==> src/gpio_ctrl_pkg.sv <==
`default_nettype none

package gpio_ctrl_pkg;

    // Pad and configuration word sizes
    localparam int IO_PADS      = 16;
    localparam int IO_CTRL_BITS = 13;
    localparam int PAD_IDX_W    = 4;
    localparam int BIT_IDX_W    = 4;   // Counts bits within one configuration word

    localparam int OEB_BIT      = 1;   // Output enable bar
    localparam int INP_DIS_BIT  = 3;   // Input disable, also drives the pad output enable

    // Address map, only bits 31:8 of the base take part in the compare
    localparam logic [31:0] BASE_ADR    = 32'h2300_0000;
    localparam logic [7:0]  DATA_OFS    = 8'h00;
    localparam logic [7:0]  XFER_OFS    = 8'h04;
    localparam logic [7:0]  IO_CTRL_OFS = 8'h20;   // Pad i at IO_CTRL_OFS + 4*i

    // Default pad configurations
    localparam logic [IO_CTRL_BITS-1:0] CTRL_RESET_BIDIR = 13'h1801;
    // Simple input pad, output driver disabled through the OEB bit
    localparam logic [IO_CTRL_BITS-1:0] CTRL_RESET_INPUT =
        13'h0401 | (13'd1 << OEB_BIT);

    typedef enum logic [1:0] {
        REGION_NONE    = 2'd0,
        REGION_DATA    = 2'd1,
        REGION_XFER    = 2'd2,
        REGION_IO_CTRL = 2'd3
    } reg_region_e;

    typedef enum logic [1:0] {
        LD_IDLE  = 2'd0,
        LD_START = 2'd1,
        LD_SHIFT = 2'd2,
        LD_LATCH = 2'd3
    } loader_state_e;

    // Raw Wishbone request from the management bus
    typedef struct packed {
        logic [31:0] adr;
        logic [31:0] dat;
        logic [3:0]  sel;
        logic        we;
        logic        cyc;
        logic        stb;
    } wb_req_t;

    // Decoded access handed to the register stage
    typedef struct packed {
        logic                 valid;   // Request hits this block
        reg_region_e          region;
        logic [PAD_IDX_W-1:0] pad;
        logic                 write;   // Qualified by byte lane 0
        logic [31:0]          wdata;
    } reg_access_t;

    // Lines into the external pad configuration chain
    typedef struct packed {
        logic clock;
        logic resetn;
        logic data;
    } serial_out_t;

    // One configuration word per pad, pad 0 in the lowest slot
    typedef logic [IO_PADS-1:0][IO_CTRL_BITS-1:0] pad_ctrl_t;

endpackage

`default_nettype wire

==> src/wb_bus_decode.sv <==
`default_nettype none

module wb_bus_decode (
    input  gpio_ctrl_pkg::wb_req_t     req_i,
    output gpio_ctrl_pkg::reg_access_t access_o
);
    import gpio_ctrl_pkg::*;

    logic [7:0] ofs;
    logic [7:0] ctrl_rel;    // Offset relative to pad 0 register
    logic       base_hit;
    logic       ctrl_hit;

    assign ofs      = req_i.adr[7:0];
    assign ctrl_rel = ofs - IO_CTRL_OFS;
    assign base_hit = (req_i.adr[31:8] == BASE_ADR[31:8]);

    // Word aligned and within the pad register window
    assign ctrl_hit = (ofs >= IO_CTRL_OFS)
                   && (ctrl_rel[1:0] == 2'b00)
                   && (ctrl_rel[7:2] < IO_PADS);

    always_comb begin
        access_o.valid  = req_i.cyc && req_i.stb && base_hit;
        access_o.write  = req_i.we && req_i.sel[0];   // Upper lanes alone never write
        access_o.wdata  = req_i.dat;
        access_o.pad    = '0;
        access_o.region = REGION_NONE;

        if (ofs == DATA_OFS) begin
            access_o.region = REGION_DATA;
        end else if (ofs == XFER_OFS) begin
            access_o.region = REGION_XFER;
        end else if (ctrl_hit) begin
            access_o.region = REGION_IO_CTRL;
            access_o.pad    = ctrl_rel[PAD_IDX_W+1:2];
        end
    end

endmodule

`default_nettype wire

==> src/gpio_ctrl_regs.sv <==
`default_nettype none

module gpio_ctrl_regs (
    input  wire                                clk,
    input  wire                                resetn,
    input  gpio_ctrl_pkg::reg_access_t         access_i,
    input  wire [gpio_ctrl_pkg::IO_PADS-1:0]   mgmt_gpio_in_i,
    input  wire                                busy_i,
    output logic [31:0]                        rdata_o,
    output logic                               ack_o,
    output logic                               xfer_start_o,
    output gpio_ctrl_pkg::pad_ctrl_t           pad_ctrl_o,
    output logic [gpio_ctrl_pkg::IO_PADS-1:0]  mgmt_gpio_out_o,
    output logic [gpio_ctrl_pkg::IO_PADS-1:0]  mgmt_gpio_oe_o
);
    import gpio_ctrl_pkg::*;

    logic               ack_q;
    logic               xfer_start_q;
    logic [31:0]        rdata_q;
    logic [IO_PADS-1:0] gpio_out_q;
    pad_ctrl_t          io_ctrl_q;

    logic               accept;
    logic               wr_data;
    logic               wr_xfer;
    logic               wr_ctrl;

    // A held strobe is taken again only after ack has dropped
    assign accept  = access_i.valid && !ack_q;

    assign wr_data = accept && access_i.write && (access_i.region == REGION_DATA);
    assign wr_xfer = accept && access_i.write && (access_i.region == REGION_XFER);
    assign wr_ctrl = accept && access_i.write && (access_i.region == REGION_IO_CTRL);

    // Bus handshake and transfer trigger
    always_ff @(posedge clk or negedge resetn) begin
        if (!resetn) begin
            ack_q        <= 1'b0;
            xfer_start_q <= 1'b0;
        end else begin
            ack_q        <= accept;
            xfer_start_q <= wr_xfer && access_i.wdata[0];   // Self clearing
        end
    end

    // GPIO output data word
    always_ff @(posedge clk or negedge resetn) begin
        if (!resetn) begin
            gpio_out_q <= '0;
        end else if (wr_data) begin
            gpio_out_q <= access_i.wdata[IO_PADS-1:0];
        end
    end

    // Per pad configuration words
    always_ff @(posedge clk or negedge resetn) begin
        if (!resetn) begin
            for (int i = 0; i < IO_PADS; i++) begin
                // Pads 0 and 1 come up bidirectional, the rest as inputs
                io_ctrl_q[i] <= (i < 2) ? CTRL_RESET_BIDIR : CTRL_RESET_INPUT;
            end
        end else if (wr_ctrl) begin
            io_ctrl_q[access_i.pad] <= access_i.wdata[IO_CTRL_BITS-1:0];
        end
    end

    // Read data is captured on acceptance and shown together with ack
    always_ff @(posedge clk or negedge resetn) begin
        if (!resetn) begin
            rdata_q <= '0;
        end else if (accept) begin
            case (access_i.region)
                REGION_DATA:    rdata_q <= {{(32-IO_PADS){1'b0}}, mgmt_gpio_in_i};
                REGION_XFER:    rdata_q <= {31'd0, busy_i};
                REGION_IO_CTRL: rdata_q <= {{(32-IO_CTRL_BITS){1'b0}},
                                            io_ctrl_q[access_i.pad]};
                default:        rdata_q <= 32'd0;   // Unmapped offset reads zero
            endcase
        end
    end

    // Output enable follows the input disable bit of each pad
    always_comb begin
        for (int i = 0; i < IO_PADS; i++) begin
            mgmt_gpio_oe_o[i] = io_ctrl_q[i][INP_DIS_BIT];
        end
    end

    assign mgmt_gpio_out_o = gpio_out_q;
    assign pad_ctrl_o      = io_ctrl_q;
    assign rdata_o         = rdata_q;
    assign ack_o           = ack_q;
    assign xfer_start_o    = xfer_start_q;

endmodule

`default_nettype wire

==> src/pad_serial_loader.sv <==
`default_nettype none

module pad_serial_loader (
    input  wire                        clk,
    input  wire                        resetn,
    input  wire                        xfer_start_i,
    input  gpio_ctrl_pkg::pad_ctrl_t   pad_ctrl_i,
    output logic                       busy_o,
    output gpio_ctrl_pkg::serial_out_t serial_o
);
    import gpio_ctrl_pkg::*;

    loader_state_e         state_q;
    logic [PAD_IDX_W-1:0]  pad_q;       // Pad being shifted, counts down
    logic [BIT_IDX_W-1:0]  bit_q;       // Bit within word, also latch step
    logic                  clock_q;
    logic                  resetn_q;
    logic [IO_CTRL_BITS-1:0] staging_q;

    logic                  last_bit;
    logic                  last_pad;

    assign last_bit = (bit_q == BIT_IDX_W'(IO_CTRL_BITS - 1));
    assign last_pad = (pad_q == '0);

    always_ff @(posedge clk or negedge resetn) begin
        if (!resetn) begin
            state_q  <= LD_IDLE;
            pad_q    <= PAD_IDX_W'(IO_PADS - 1);
            bit_q    <= '0;
            clock_q  <= 1'b0;
            resetn_q <= 1'b0;   // Chain held in reset until first idle cycle
        end else begin
            case (state_q)
                LD_IDLE: begin
                    resetn_q <= 1'b1;
                    clock_q  <= 1'b0;
                    pad_q    <= PAD_IDX_W'(IO_PADS - 1);   // Highest pad goes first
                    bit_q    <= '0;
                    if (xfer_start_i) begin
                        state_q <= LD_START;
                    end
                end

                LD_START: begin
                    clock_q <= 1'b0;
                    bit_q   <= '0;
                    state_q <= LD_SHIFT;
                end

                // Two cycles per bit, low then high
                LD_SHIFT: begin
                    if (!clock_q) begin
                        clock_q <= 1'b1;
                    end else if (last_bit) begin
                        bit_q <= '0;
                        if (last_pad) begin
                            state_q <= LD_LATCH;   // Clock stays high into the latch
                        end else begin
                            clock_q <= 1'b0;
                            pad_q   <= pad_q - 1'b1;
                            state_q <= LD_START;
                        end
                    end else begin
                        clock_q <= 1'b0;
                        bit_q   <= bit_q + 1'b1;
                    end
                end

                // Pulse chain reset low while clock is high, then drop clock
                LD_LATCH: begin
                    bit_q <= bit_q + 1'b1;
                    case (bit_q)
                        BIT_IDX_W'(0): resetn_q <= 1'b0;
                        BIT_IDX_W'(1): resetn_q <= 1'b1;
                        BIT_IDX_W'(2): clock_q  <= 1'b0;
                        default:       state_q  <= LD_IDLE;
                    endcase
                end

                default: state_q <= LD_IDLE;
            endcase
        end
    end

    // Word capture and MSB first shift, data moves on the falling clock edge
    always_ff @(posedge clk or negedge resetn) begin
        if (!resetn) begin
            staging_q <= '0;
        end else if (state_q == LD_START) begin
            staging_q <= pad_ctrl_i[pad_q];
        end else if ((state_q == LD_SHIFT) && clock_q) begin
            staging_q <= {staging_q[IO_CTRL_BITS-2:0], 1'b0};
        end
    end

    assign busy_o = (state_q != LD_IDLE);

    always_comb begin
        serial_o.clock  = clock_q;
        serial_o.resetn = resetn_q;
        serial_o.data   = staging_q[IO_CTRL_BITS-1];
    end

endmodule

`default_nettype wire

==> src/gpio_ctrl_top.sv <==
`default_nettype none

module gpio_ctrl_top (
    input  wire                                clk,
    input  wire                                resetn,
    input  gpio_ctrl_pkg::wb_req_t             wb_req_i,
    input  wire [gpio_ctrl_pkg::IO_PADS-1:0]   mgmt_gpio_in_i,
    output logic [31:0]                        wb_dat_o,
    output logic                               wb_ack_o,
    output gpio_ctrl_pkg::serial_out_t         serial_o,
    output logic [gpio_ctrl_pkg::IO_PADS-1:0]  mgmt_gpio_out_o,
    output logic [gpio_ctrl_pkg::IO_PADS-1:0]  mgmt_gpio_oe_o
);
    import gpio_ctrl_pkg::*;

    reg_access_t access;      // Decode to register stage
    pad_ctrl_t   pad_ctrl;    // Register stage to loader
    logic        xfer_start;
    logic        busy;

    wb_bus_decode u_decode (
        .req_i    (wb_req_i),
        .access_o (access)
    );

    gpio_ctrl_regs u_regs (
        .clk             (clk),
        .resetn          (resetn),
        .access_i        (access),
        .mgmt_gpio_in_i  (mgmt_gpio_in_i),
        .busy_i          (busy),
        .rdata_o         (wb_dat_o),
        .ack_o           (wb_ack_o),
        .xfer_start_o    (xfer_start),
        .pad_ctrl_o      (pad_ctrl),
        .mgmt_gpio_out_o (mgmt_gpio_out_o),
        .mgmt_gpio_oe_o  (mgmt_gpio_oe_o)
    );

    pad_serial_loader u_loader (
        .clk          (clk),
        .resetn       (resetn),
        .xfer_start_i (xfer_start),
        .pad_ctrl_i   (pad_ctrl),
        .busy_o       (busy),
        .serial_o     (serial_o)
    );

endmodule

`default_nettype wire

==> config.mk <==
export PLATFORM = sky130hd
export DESIGN_NAME = gpio_ctrl_top
export DESIGN_NICKNAME = d
export VERILOG_FILES = /design/src/gpio_ctrl_pkg.sv /design/src/wb_bus_decode.sv /design/src/gpio_ctrl_regs.sv /design/src/pad_serial_loader.sv /design/src/gpio_ctrl_top.sv
export SDC_FILE = /design/constraint.sdc
export NUM_CORES = 1
export LEC_CHECK = 0
export BUFFER_PORTS_ARGS = -buffer_cell sky130_fd_sc_hd__buf_2
export CAP_MARGIN = 5
export CORE_ASPECT_RATIO = 1.2
export CORE_MARGIN = 4
export CORE_UTILIZATION = 32
export DETAILED_ROUTE_END_ITERATION = 8
export GPL_ROUTABILITY_DRIVEN = 0
export GPL_TIMING_DRIVEN = 1
export PLACE_DENSITY_LB_ADDON = 0.1
export SLEW_MARGIN = 20
export SYNTH_ARGS = -nofsm -noshare
export SYNTH_HDL_FRONTEND = slang
export SYNTH_SLANG_ARGS = --single-unit
==> constraint.sdc <==
create_clock -name clk -period 3.02 [get_ports clk]
set_input_delay 0.604 -clock clk [delete_from_list [all_inputs] [get_ports clk]]
set_output_delay 0.604 -clock clk [all_outputs]
set_load 0.005 [all_outputs]
; After elaboration in Yosys (flattened, before gate mapping)
; Cells that the tools add are included.
; Widths: inputs -> output; s select.
[totals]
register_bits = 283
wordCells = 115
output_inout_bits = 68
in_bits = 89
[op_classes]
n_reduce_logical = 28
n_lt_le_gt_ge = 5
add_sub_neg = 3
mux = 35
n_eq_ne = 18
[op_table]
columns = operator, n
row1 = $bwmux 208, 1
row2 = $bmux 13 s4, 2
row3 = $mux 13, 5
row4 = $demux 13 s4, 1
row5 = $pmux 16 s3, 1
row6 = $mux 4, 7
row7 = $eq 24x22->1 const B, 1
row8 = $mux 2, 7
row9 = $logic_and 1x1->1, 13
row10 = $pmux 4 s3, 1
row11 = $lt 4x5->1 const B, 2
row12 = $eq 2x2->1 const B, 4
row13 = $eq 8x3->1 const B, 1
row14 = $ge 8x6->1 const B, 1
row15 = $logic_not 4->1, 2
row16 = $logic_not 8->1, 1
row17 = $ne 2x2->1 const B, 4
row18 = $pmux 2 s4, 1
row19 = $pmux 4 s2, 1
row20 = $reduce_and 4->1, 2
row21 = $reduce_bool 2->1, 4
row22 = $sub 8x6->8 const B, 1
row23 = $lt 6x5->1 const B, 1
row24 = $mux 6, 1
row25 = other kinds (17), 24

; Logic depth before layout (Yosys ltp)
; Gate-level depths: netlist (run 1).
[depth]
word_depth = 12
ltp_mapped = 11

; Modules after synthesis
; A second synthesis (run 1) with hierarchy kept.
[hier_totals]
hier_cells = 1005
area_unflattened_um2 = 14647.8
[modules_own_cells]
columns = mod, n_inst, area_each_um2, cells_each
row1 = gpio_ctrl_regs, 1, 11110.7, 703
row2 = pad_serial_loader, 1, 3120.5, 241
row3 = wb_bus_decode, 1, 416.6, 61

; Worst setup path after synthesis (run 1)
; No wires, ideal clock.
[synth_path]
path_type = input to register
from = in wb_req_i[44] (netlist bit)
to = reg u_regs.io_ctrl_q (netlist bit u_regs.mgmt_gpio_oe_o[4])
setup_time_ps = 125
slack_ps = 130
path_buffers = 3
path_stages = 10
t_arrival_ps = 2765
path_cell_list = buf_2 -> inv_1 -> ha_1 -> or3b_4 -> or3_1 -> buf_2 -> nor3_2 -> nand2_2 -> buf_6 -> mux2_2
[synth_between]
elab_chain_len = 11
elab_cells_between_ends = 20
[synth_rtl]
columns = element, line_no
row1 = "start, declared", gpio_ctrl_top.sv:6  ; input gpio_ctrl_pkg::wb_req_t wb_req_i,
row2 = $sub 8x6->8 / $ge 8x6->1 (equally long branches), "wb_bus_decode.sv:15, wb_bus_decode.sv:19"
row3 = $lt 6x5->1 / $logic_and 1x1->1 (equally long branches), "wb_bus_decode.sv:21, wb_bus_decode.sv:20"
row4 = $logic_and 1x1->1, wb_bus_decode.sv:21  ; && (ctrl_rel[7:2] < IO_PADS);
row5 = $mux 6, wb_bus_decode.sv:34  ; end else if (ctrl_hit) begin
row6 = $mux 4, wb_bus_decode.sv:32  ; end else if (ofs == XFER_OFS) begin
row7 = $mux 4, wb_bus_decode.sv:30  ; if (ofs == DATA_OFS) begin
row8 = $lt 4x5->1 (implied by the code) / $ge 4x1->1 (equally long branches), gpio_ctrl_regs.sv:64  ; io_ctrl_q[access_i.pad] <= access_i.wdata[IO_CTRL_BITS-1:0];
row9 = $logic_and 1x1->1 (implied by the code), gpio_ctrl_regs.sv:64
row10 = $mux 13 (implied by the code), gpio_ctrl_regs.sv:64
row11 = $demux 13 s4, -
row12 = $bwmux 208, gpio_ctrl_regs.sv:64
row13 = "end signal, assigned by index", gpio_ctrl_regs.sv:61  ; io_ctrl_q[i] <= (i < 2) ? CTRL_RESET_BIDIR : CTRL_RESET_INPUT;
row14 = "end signal, assigned by index", gpio_ctrl_regs.sv:64
row15 = "end, declared", gpio_ctrl_regs.sv:22  ; pad_ctrl_t io_ctrl_q;
; Parallel ways exist; a longest one is shown, timed or not.
; A chain may end at the register's enable or synchronous reset.

; Worst setup path in the final report (run 1)
[layout_path]
from = reg u_loader.pad_q[0]
to = reg u_loader.staging_q[3]
[layout_between]
elab_chain_len = 3
[layout_rtl]
columns = element, line_no
row1 = "start, declared", pad_serial_loader.sv:14  ; logic [PAD_IDX_W-1:0] pad_q;
row2 = "start signal, assigned", pad_serial_loader.sv:29  ; pad_q <= PAD_IDX_W'(IO_PADS - 1);
row3 = "start signal, assigned", pad_serial_loader.sv:38  ; pad_q <= PAD_IDX_W'(IO_PADS - 1);
row4 = "start signal, assigned", pad_serial_loader.sv:61  ; pad_q <= pad_q - 1'b1;
row5 = $bmux 13 s4, pad_serial_loader.sv:91  ; staging_q <= pad_ctrl_i[pad_q];
row6 = $mux 13 (implied by the code), pad_serial_loader.sv:91
row7 = $mux 13, pad_serial_loader.sv:90  ; end else if (state_q == LD_START) begin
row8 = "end signal, assigned", pad_serial_loader.sv:91
row9 = "end signal, assigned", pad_serial_loader.sv:93  ; staging_q <= {staging_q[IO_CTRL_BITS-2:0], 1'b0};
row10 = "end, declared", pad_serial_loader.sv:18  ; logic [IO_CTRL_BITS-1:0] staging_q;
; Every way passes these cells. The select of a mux whose other input is x is not followed.

==> results of run 1 <==
==> layout by cell type (no fill, tap or decap), types with 7 or more instances in the layout <==
cell type and n:
nor2_1 53, o21ai_0 33, nand4_1 10, dfrtp_1 215
buf_2 118, clkbuf_8 9, mux4_2 70, a221o_1 7
clkbuf_16 35, nand2_1 65, mux2_2 239, inv_1 22
a21oi_1 43, nor4_1 8, dfstp_2 51, conb_1 16
nand3_1 25, buf_4 82, or3_1 7, clkbuf_1 8
ha_1 11, a31oi_1 13, mux2i_1 44, o22ai_1 12
and3_1 13, buf_12 15, a221oi_1 11, o31ai_1 8
==> area by class of cell <==
| type | instances | share of cell area |
|---|---|---|
| Inverter | 22 | 0.00475 |
| Tap cell | 609 | 0.0438 |
| Clock buffer | 52 | 0.0592 |
| Timing Repair Buffer | 216 | 0.0875 |
| Multi-Input combinational cell | 765 | 0.409 |
| Clock inverter | 10 | 0.00734 |
| Sequential cell | 267 | 0.388 |
==> per-stage QoR <==
step,setup TNS [ns],utilization
2_1_floorplan,0,-
3_3_place_gp,-0.317,0.362
3_5_place_dp,-0.0558,0.362
4_1_cts,0,0.387
5_1_grt,0,0.387
6_report,0,0.387
==> per-layer routing <==
layer / track usage / share of wire
met2: 0.320 / 0.47
met1: 0.285 / 0.46
met3: 0.0317 / 0.050
met4: 0.0407 / 0.017
met5: 0 / 0
==> logic make-up (layout without fill, tap and decap cells) <==
family / Yosys count / count (layout)
xor+xnor: 4 / 4
simple gates: 213 / 213
other cells: 1 / 16
mux: 353 / 353
flops: 267 / 267
buf+inv: 140 / 300
compound gates: 168 / 168
fa+ha+maj: 11 / 11
==> sequential cells by signal (all words and copies together) (netlist names), 2 cells and up <==
register and cells:
u_regs.pad_ctrl_o 192, u_regs.mgmt_gpio_out_o 16, u_loader.staging_q 13, u_regs.mgmt_gpio_oe_o 16, u_loader.state_q 2, u_loader.pad_q 4
u_regs.rdata_o 16, u_loader.bit_q 4
==> power breakdown <==
part	switching (mW)	internal [mW]
Combinational	0.303	0.130
Clock	1.66	2.54
Sequential	0.0000000489	3.58
Total	1.96	6.25
==> synthesized netlist by cell type, types with 10 or more instances <==
master,count,area share
mux2_2,239,0.19
dfrtp_1,215,0.37
mux4_2,70,0.11
nand2_1,65,0.017
nor2_1,53,0.014
dfstp_2,52,0.094
mux2i_1,44,0.030
a21oi_1,43,0.015
buf_4,38,0.020
clkbuf_1,38,0.0098
o21ai_0,33,0.011
buf_2,32,0.011
nand3_1,25,0.0086
inv_1,22,0.0057
a31oi_1,13,0.0056
and3_1,13,0.0056
o22ai_1,12,0.0052
a221oi_1,11,0.0066
ha_1,11,0.0095
nand4_1,10,0.0043
==> worst max path at each step <==
stage                       from                       end
5_1_grt             wb_req_i[44]         u_regs.rdata_o[5]
2_1_floorplan       wb_req_i[44]  u_regs.mgmt_gpio_oe_o[4]
3_3_place_gp        wb_req_i[45]        u_regs.rdata_o[12]
4_1_cts        u_loader.pad_q[0]     u_loader.staging_q[3]
6_report       u_loader.pad_q[0]     u_loader.staging_q[3]
3_5_place_dp        wb_req_i[44]        u_regs.rdata_o[10]
==> impl_metrics.ini, run 1 <==
[placed_design]
dp_hpwl_um = 34300
dp.cells = 1879
postPlaceCellArea_um2 = 16200
port_buffers = 121
post-place-ws_ns = -0.0352

[clock_network]
cts_sinks = 267
cts_tree = built
cts.repair.resized = 0
clk_pin_slew_worst_paths_ns = 0.06
worstSkewPairLatency_ns = 0.53
numCtsBuffers = 34
h-tree-depth = 2
cts_root_buffer = clkbuf_16
holdBufCountCts = 0
cts_buffer_depth = 3
post_cts_buffers = 0

[timing]
finClkSkew_ns = 0.0208
hold_viol_final = 1
setup_viol = 0
layout_min_cycle_time_ns = 2.61
rsz0062_at_grt = no
layout_setup_ws_ns = 0.413
clock.fmax_mhz = 384
worstMarginPinSlew_ns = 0.786
period_share = 0.863
fin_hold_ws_ns = -0.00330
final-max-slew-violation-count = 0
maxSlewHeadroom = 0.476

[layout]
nNetsFinal = 1406
regArea_um2 = 6750
design_area_um2 = 17400
multi_input_comb_area_um2 = 7120
drive_gt1_frac = 0.485
antennaDiodeCount = 0
instances_no_fill = 1941
syn2layout_area_growth_pct = 19.7
fill_cells = 4440

[die]
start_util = 0.324
fp.dieArea_um2 = 48900
dieHeight_um = 241
row_count = 85
die_w_um = 203
design.core.area_um2 = 44900
io-pin-count = 157

[routing]
via_count = 10400
drt_iter0_markers = 708
vias_per_cell = 5.36
dr.pass1.iters = 5
wl_um = 48300
ant_nets = 0
drc = 0
routedWlPerCell_um = 24.9

[synth]
synth_area_um2 = 14500
synth_xor_xnor_area_share = 0.00241
yosys.area_share.adder = 0.00947
synth_edf_count = 0
synth-main-ff-cell = dfrtp_1
synthMuxAreaShare = 0.324
yosys.area_share.simple = 0.0729
synth_cell_type_count = 64
synthCells = 1157
synth_top_family_by_area = multiplexers
ys_async_sr_fraction = 1.00
yosys_register_bits = 267
yosysWarnings = 0
synth_compound_area_frac = 0.0764
seq_area_frac_synth = 0.464
synth_area_per_cell_um2 = 12.6

[pwr]
finalPower_mw = 8.21
vdd.ir_drop.worst_uv = 364
p_leak_nw = 8.27
p_per_area_nw_per_um2 = 472

[worst_hold_path]
hold_class = in -> async

[grt]
grt_first_pass_wirelength_um = 72800
antenna_found_initial = 3
grt_pass1_vias = 10600
grtUsageTotal = 0.198
grt_max_degree = 81
grt_overflow = 0

[critical_path]
cp_slowest_cell = dfstp_4
rr_worst_depth = 5
worst-r2r-setup-slack_ns = 0.41
start_kind = flip-flop
worst-path-max-fanout = 21
critical_path_class = reg -> reg
rr_endpoint = u_loader.staging_q[3]
critPathTopFamily = multiplexers
worst-path-buf-inv = 1
cp.required_ns = 3.38
critical_path_depth = 5
worstPathArrival_ns = 2.97
r2r_start = u_loader.pad_q[0]
end_kind = flip-flop
cpPeakStageDelay_ns = 0.90
critPathMostFrequentCell = mux4_2
crit_path_cell_trace = buf_4 > mux4_2 > mux4_2 > nand2_1 > o21ai_0

[flow_run]
drv_cap = 0

[status]
status = finished, violations left
violations = hold timing
No activity file was read; power rests on OpenSTA's default activity.
==> run 2: changes to the inputs <==
clock period = 2.6 ns   (was 3.02 ns; I/O delays follow)
==> run 2 against run 1 <==
Against the previous run:
- the flow now finishes without violations
- via count decreased by 0.46%
- global-route usage decreased by 0.15 points
- sequential power increased by 16%
- combinational power increased by 20%
- die area unchanged
- first-iteration DRC count decreased by 7.9%
- clock-buffer cell count increased by 7
- sequential share of layout area decreased by 0.56 points
- core utilization increased by 0.57 points
- setup slack got worse by 0.21 ns
- highest routed layer unchanged
==> impl_metrics.ini, run 2 (synthesized netlist as in run 1, its figures left out) <==
[grt]
antenna_found_initial = 2
grt_first_pass_wirelength_um = 72100
grt_pass1_vias = 10600
grtUsageTotal = 0.196
grt_max_degree = 69
grt_overflow = 0

[critical_path]
cp.required_ns = 3.03
start_kind = primary input
critical_path_class = in -> reg
worstSetupStartpoint = wb_req_i[44]
worstPathArrival_ns = 2.83
worst-path-max-fanout = 11
end_kind = flip-flop
r2r_start = u_loader.pad_q[0]

[placed_design]
dp.cells = 1895
postPlaceCellArea_um2 = 16500
dp_hpwl_um = 34300
post-place-ws_ns = -0.344
port_buffers = 121

[routing]
met2_length_um = 22000
vias_per_cell = 5.29
met1Wirelength_um = 22500
drc = 0
top_layer_used = met4
drt_iter0_markers = 652
dr.pass1.iters = 5
wl_um = 47900
ant_nets = 0
via_count = 10400
route.met3.wl_um = 2390
routedWlPerCell_um = 24.5

[pwr]
vdd.ir_drop.worst_uv = 388
p_leak_nw = 8.42
p_per_area_nw_per_um2 = 530

[worst_hold_path]
hp-start = mgmt_gpio_in_i[13]
hold_class = in -> reg

[timing]
rsz0062_at_grt = no
finClkSkew_ns = 0.0182
period_share = 0.921
maxSlewHeadroom = 0.466
layout_min_cycle_time_ns = 2.39
clock.fmax_mhz = 418
hold_viol_final = 0
final-max-slew-violation-count = 0
setup_viol = 0
layout_setup_ws_ns = 0.205
worstMarginPinSlew_ns = 0.799

[layout]
final_cell_mix = mux2_2 (239), dfrtp_1 (215), buf_2 (119)
utilization = 0.393
syn2layout_area_growth_pct = 21.4
largest_reg_flops = 192
instances_no_fill = 1958
design_area_um2 = 17600
drive_gt1_frac = 0.486
nNetsFinal = 1423
final_common_cell = mux2_2

[die]
start_util = 0.324
fp.dieArea_um2 = 48900
dieHeight_um = 241
design.core.area_um2 = 44900
die_w_um = 203
io-pin-count = 157
row_count = 85

[clock_network]
cts_root_buffer = clkbuf_16
cts_sinks = 267
cts_buffer_depth = 3
numCtsBuffers = 34
clk_pin_slew_worst_paths_ns = 0.06
cts.repair.resized = 0
cts_tree = built
worstSkewPairLatency_ns = 0.53
h-tree-depth = 2

[flow_run]
drv_cap = 0

[status]
status = complete, no violations
-- run 2: cell types whose count changed in the layout (fill, tap and decap cells not counted), moves of 2 or more --
cell,previous run,this run
clkinv_2,4,1
clkbuf_8,9,5
buf_12,15,28
clkbuf_1,8,17
clkbuf_16,35,37
clkinv_8,2,0
clkinvlp_4,2,0
buf_4,82,84
-- run 2: stage by stage --
| stage | power (mW) | hold WS, ns | setup TNS, ns |
|---|---|---|---|
| 2_1_floorplan | 4.45 | 0.224 | -0.156 |
| 3_3_place_gp | 4.76 | 0.448 | -32.65 |
| 3_5_place_dp | 4.76 | 0.452 | -32.06 |
| 4_1_cts | 9.53 | 0.189 | 0 |
| 5_1_grt | 9.73 | 0.219 | 0 |
| 6_report | 9.36 | 0.213 | 0 |
-- run 2: metal layers --
metal / GRT usage / up-vias
li1: - / 4643
met1: 0.282 / 5401
met2: 0.312 / 269
met3: 0.0370 / 51
met4: 0.0459 / 0
met5: 0 / -
-- run 2: layout make-up --
| type | instances | area [um2] |
|---|---|---|
| fill | 4393 | 27200 |
| clock buffer | 59 | 1060 |
| multi-input combinational | 765 | 7140 |
| timing repair buffer | 233 | 1810 |
| clock inverter | 2 | 35.0 |
| inverter | 22 | 85.1 |
| antenna | 1 | 2.50 |
| sequential | 267 | 6750 |
| tap | 609 | 762 |
-- run 2: worst paths after layout --
| check | end | slack [ns] | cells after the start |
|---|---|---|---|
| max reg2reg | u_loader.staging_q[1] | 0.24 | 5 |
| max | u_regs.rdata_o[9] | 0.21 | 10 |
| min | u_regs.rdata_o[13] | 0.21 | 3 |
| min in group asynchronous | u_loader.state_q[1] | 0.55 | 2 |
| min reg2reg | u_regs.rdata_o[14] | 0.46 | 2 |
| max in group asynchronous | u_regs.pad_ctrl_o[101] | 1.24 | 3 |
-- run 2: repair_timing --
item                      CTS  global route
hold endpoints to repair   50             0
hold buffers                1             0
buffers inserted            0             0
-- run 2: power breakdown --
group,switching [mW],internal [mW],total [mW],leakage (nW)
clock,1.83,2.85,4.68,0.530
sequential,0.0000000583,4.16,4.16,3.54
combinational,0.356,0.164,0.520,4.35
-- run 2: critical path: stages --
cell and delay [ns]:
buf_2 0.14, inv_4 0.05, ha_4 0.25, or3b_4 0.40, nor3_4 0.25, buf_4 0.25, nand2_1 0.22, o21ai_0 0.37
nand4_1 0.16, o31ai_1 0.22
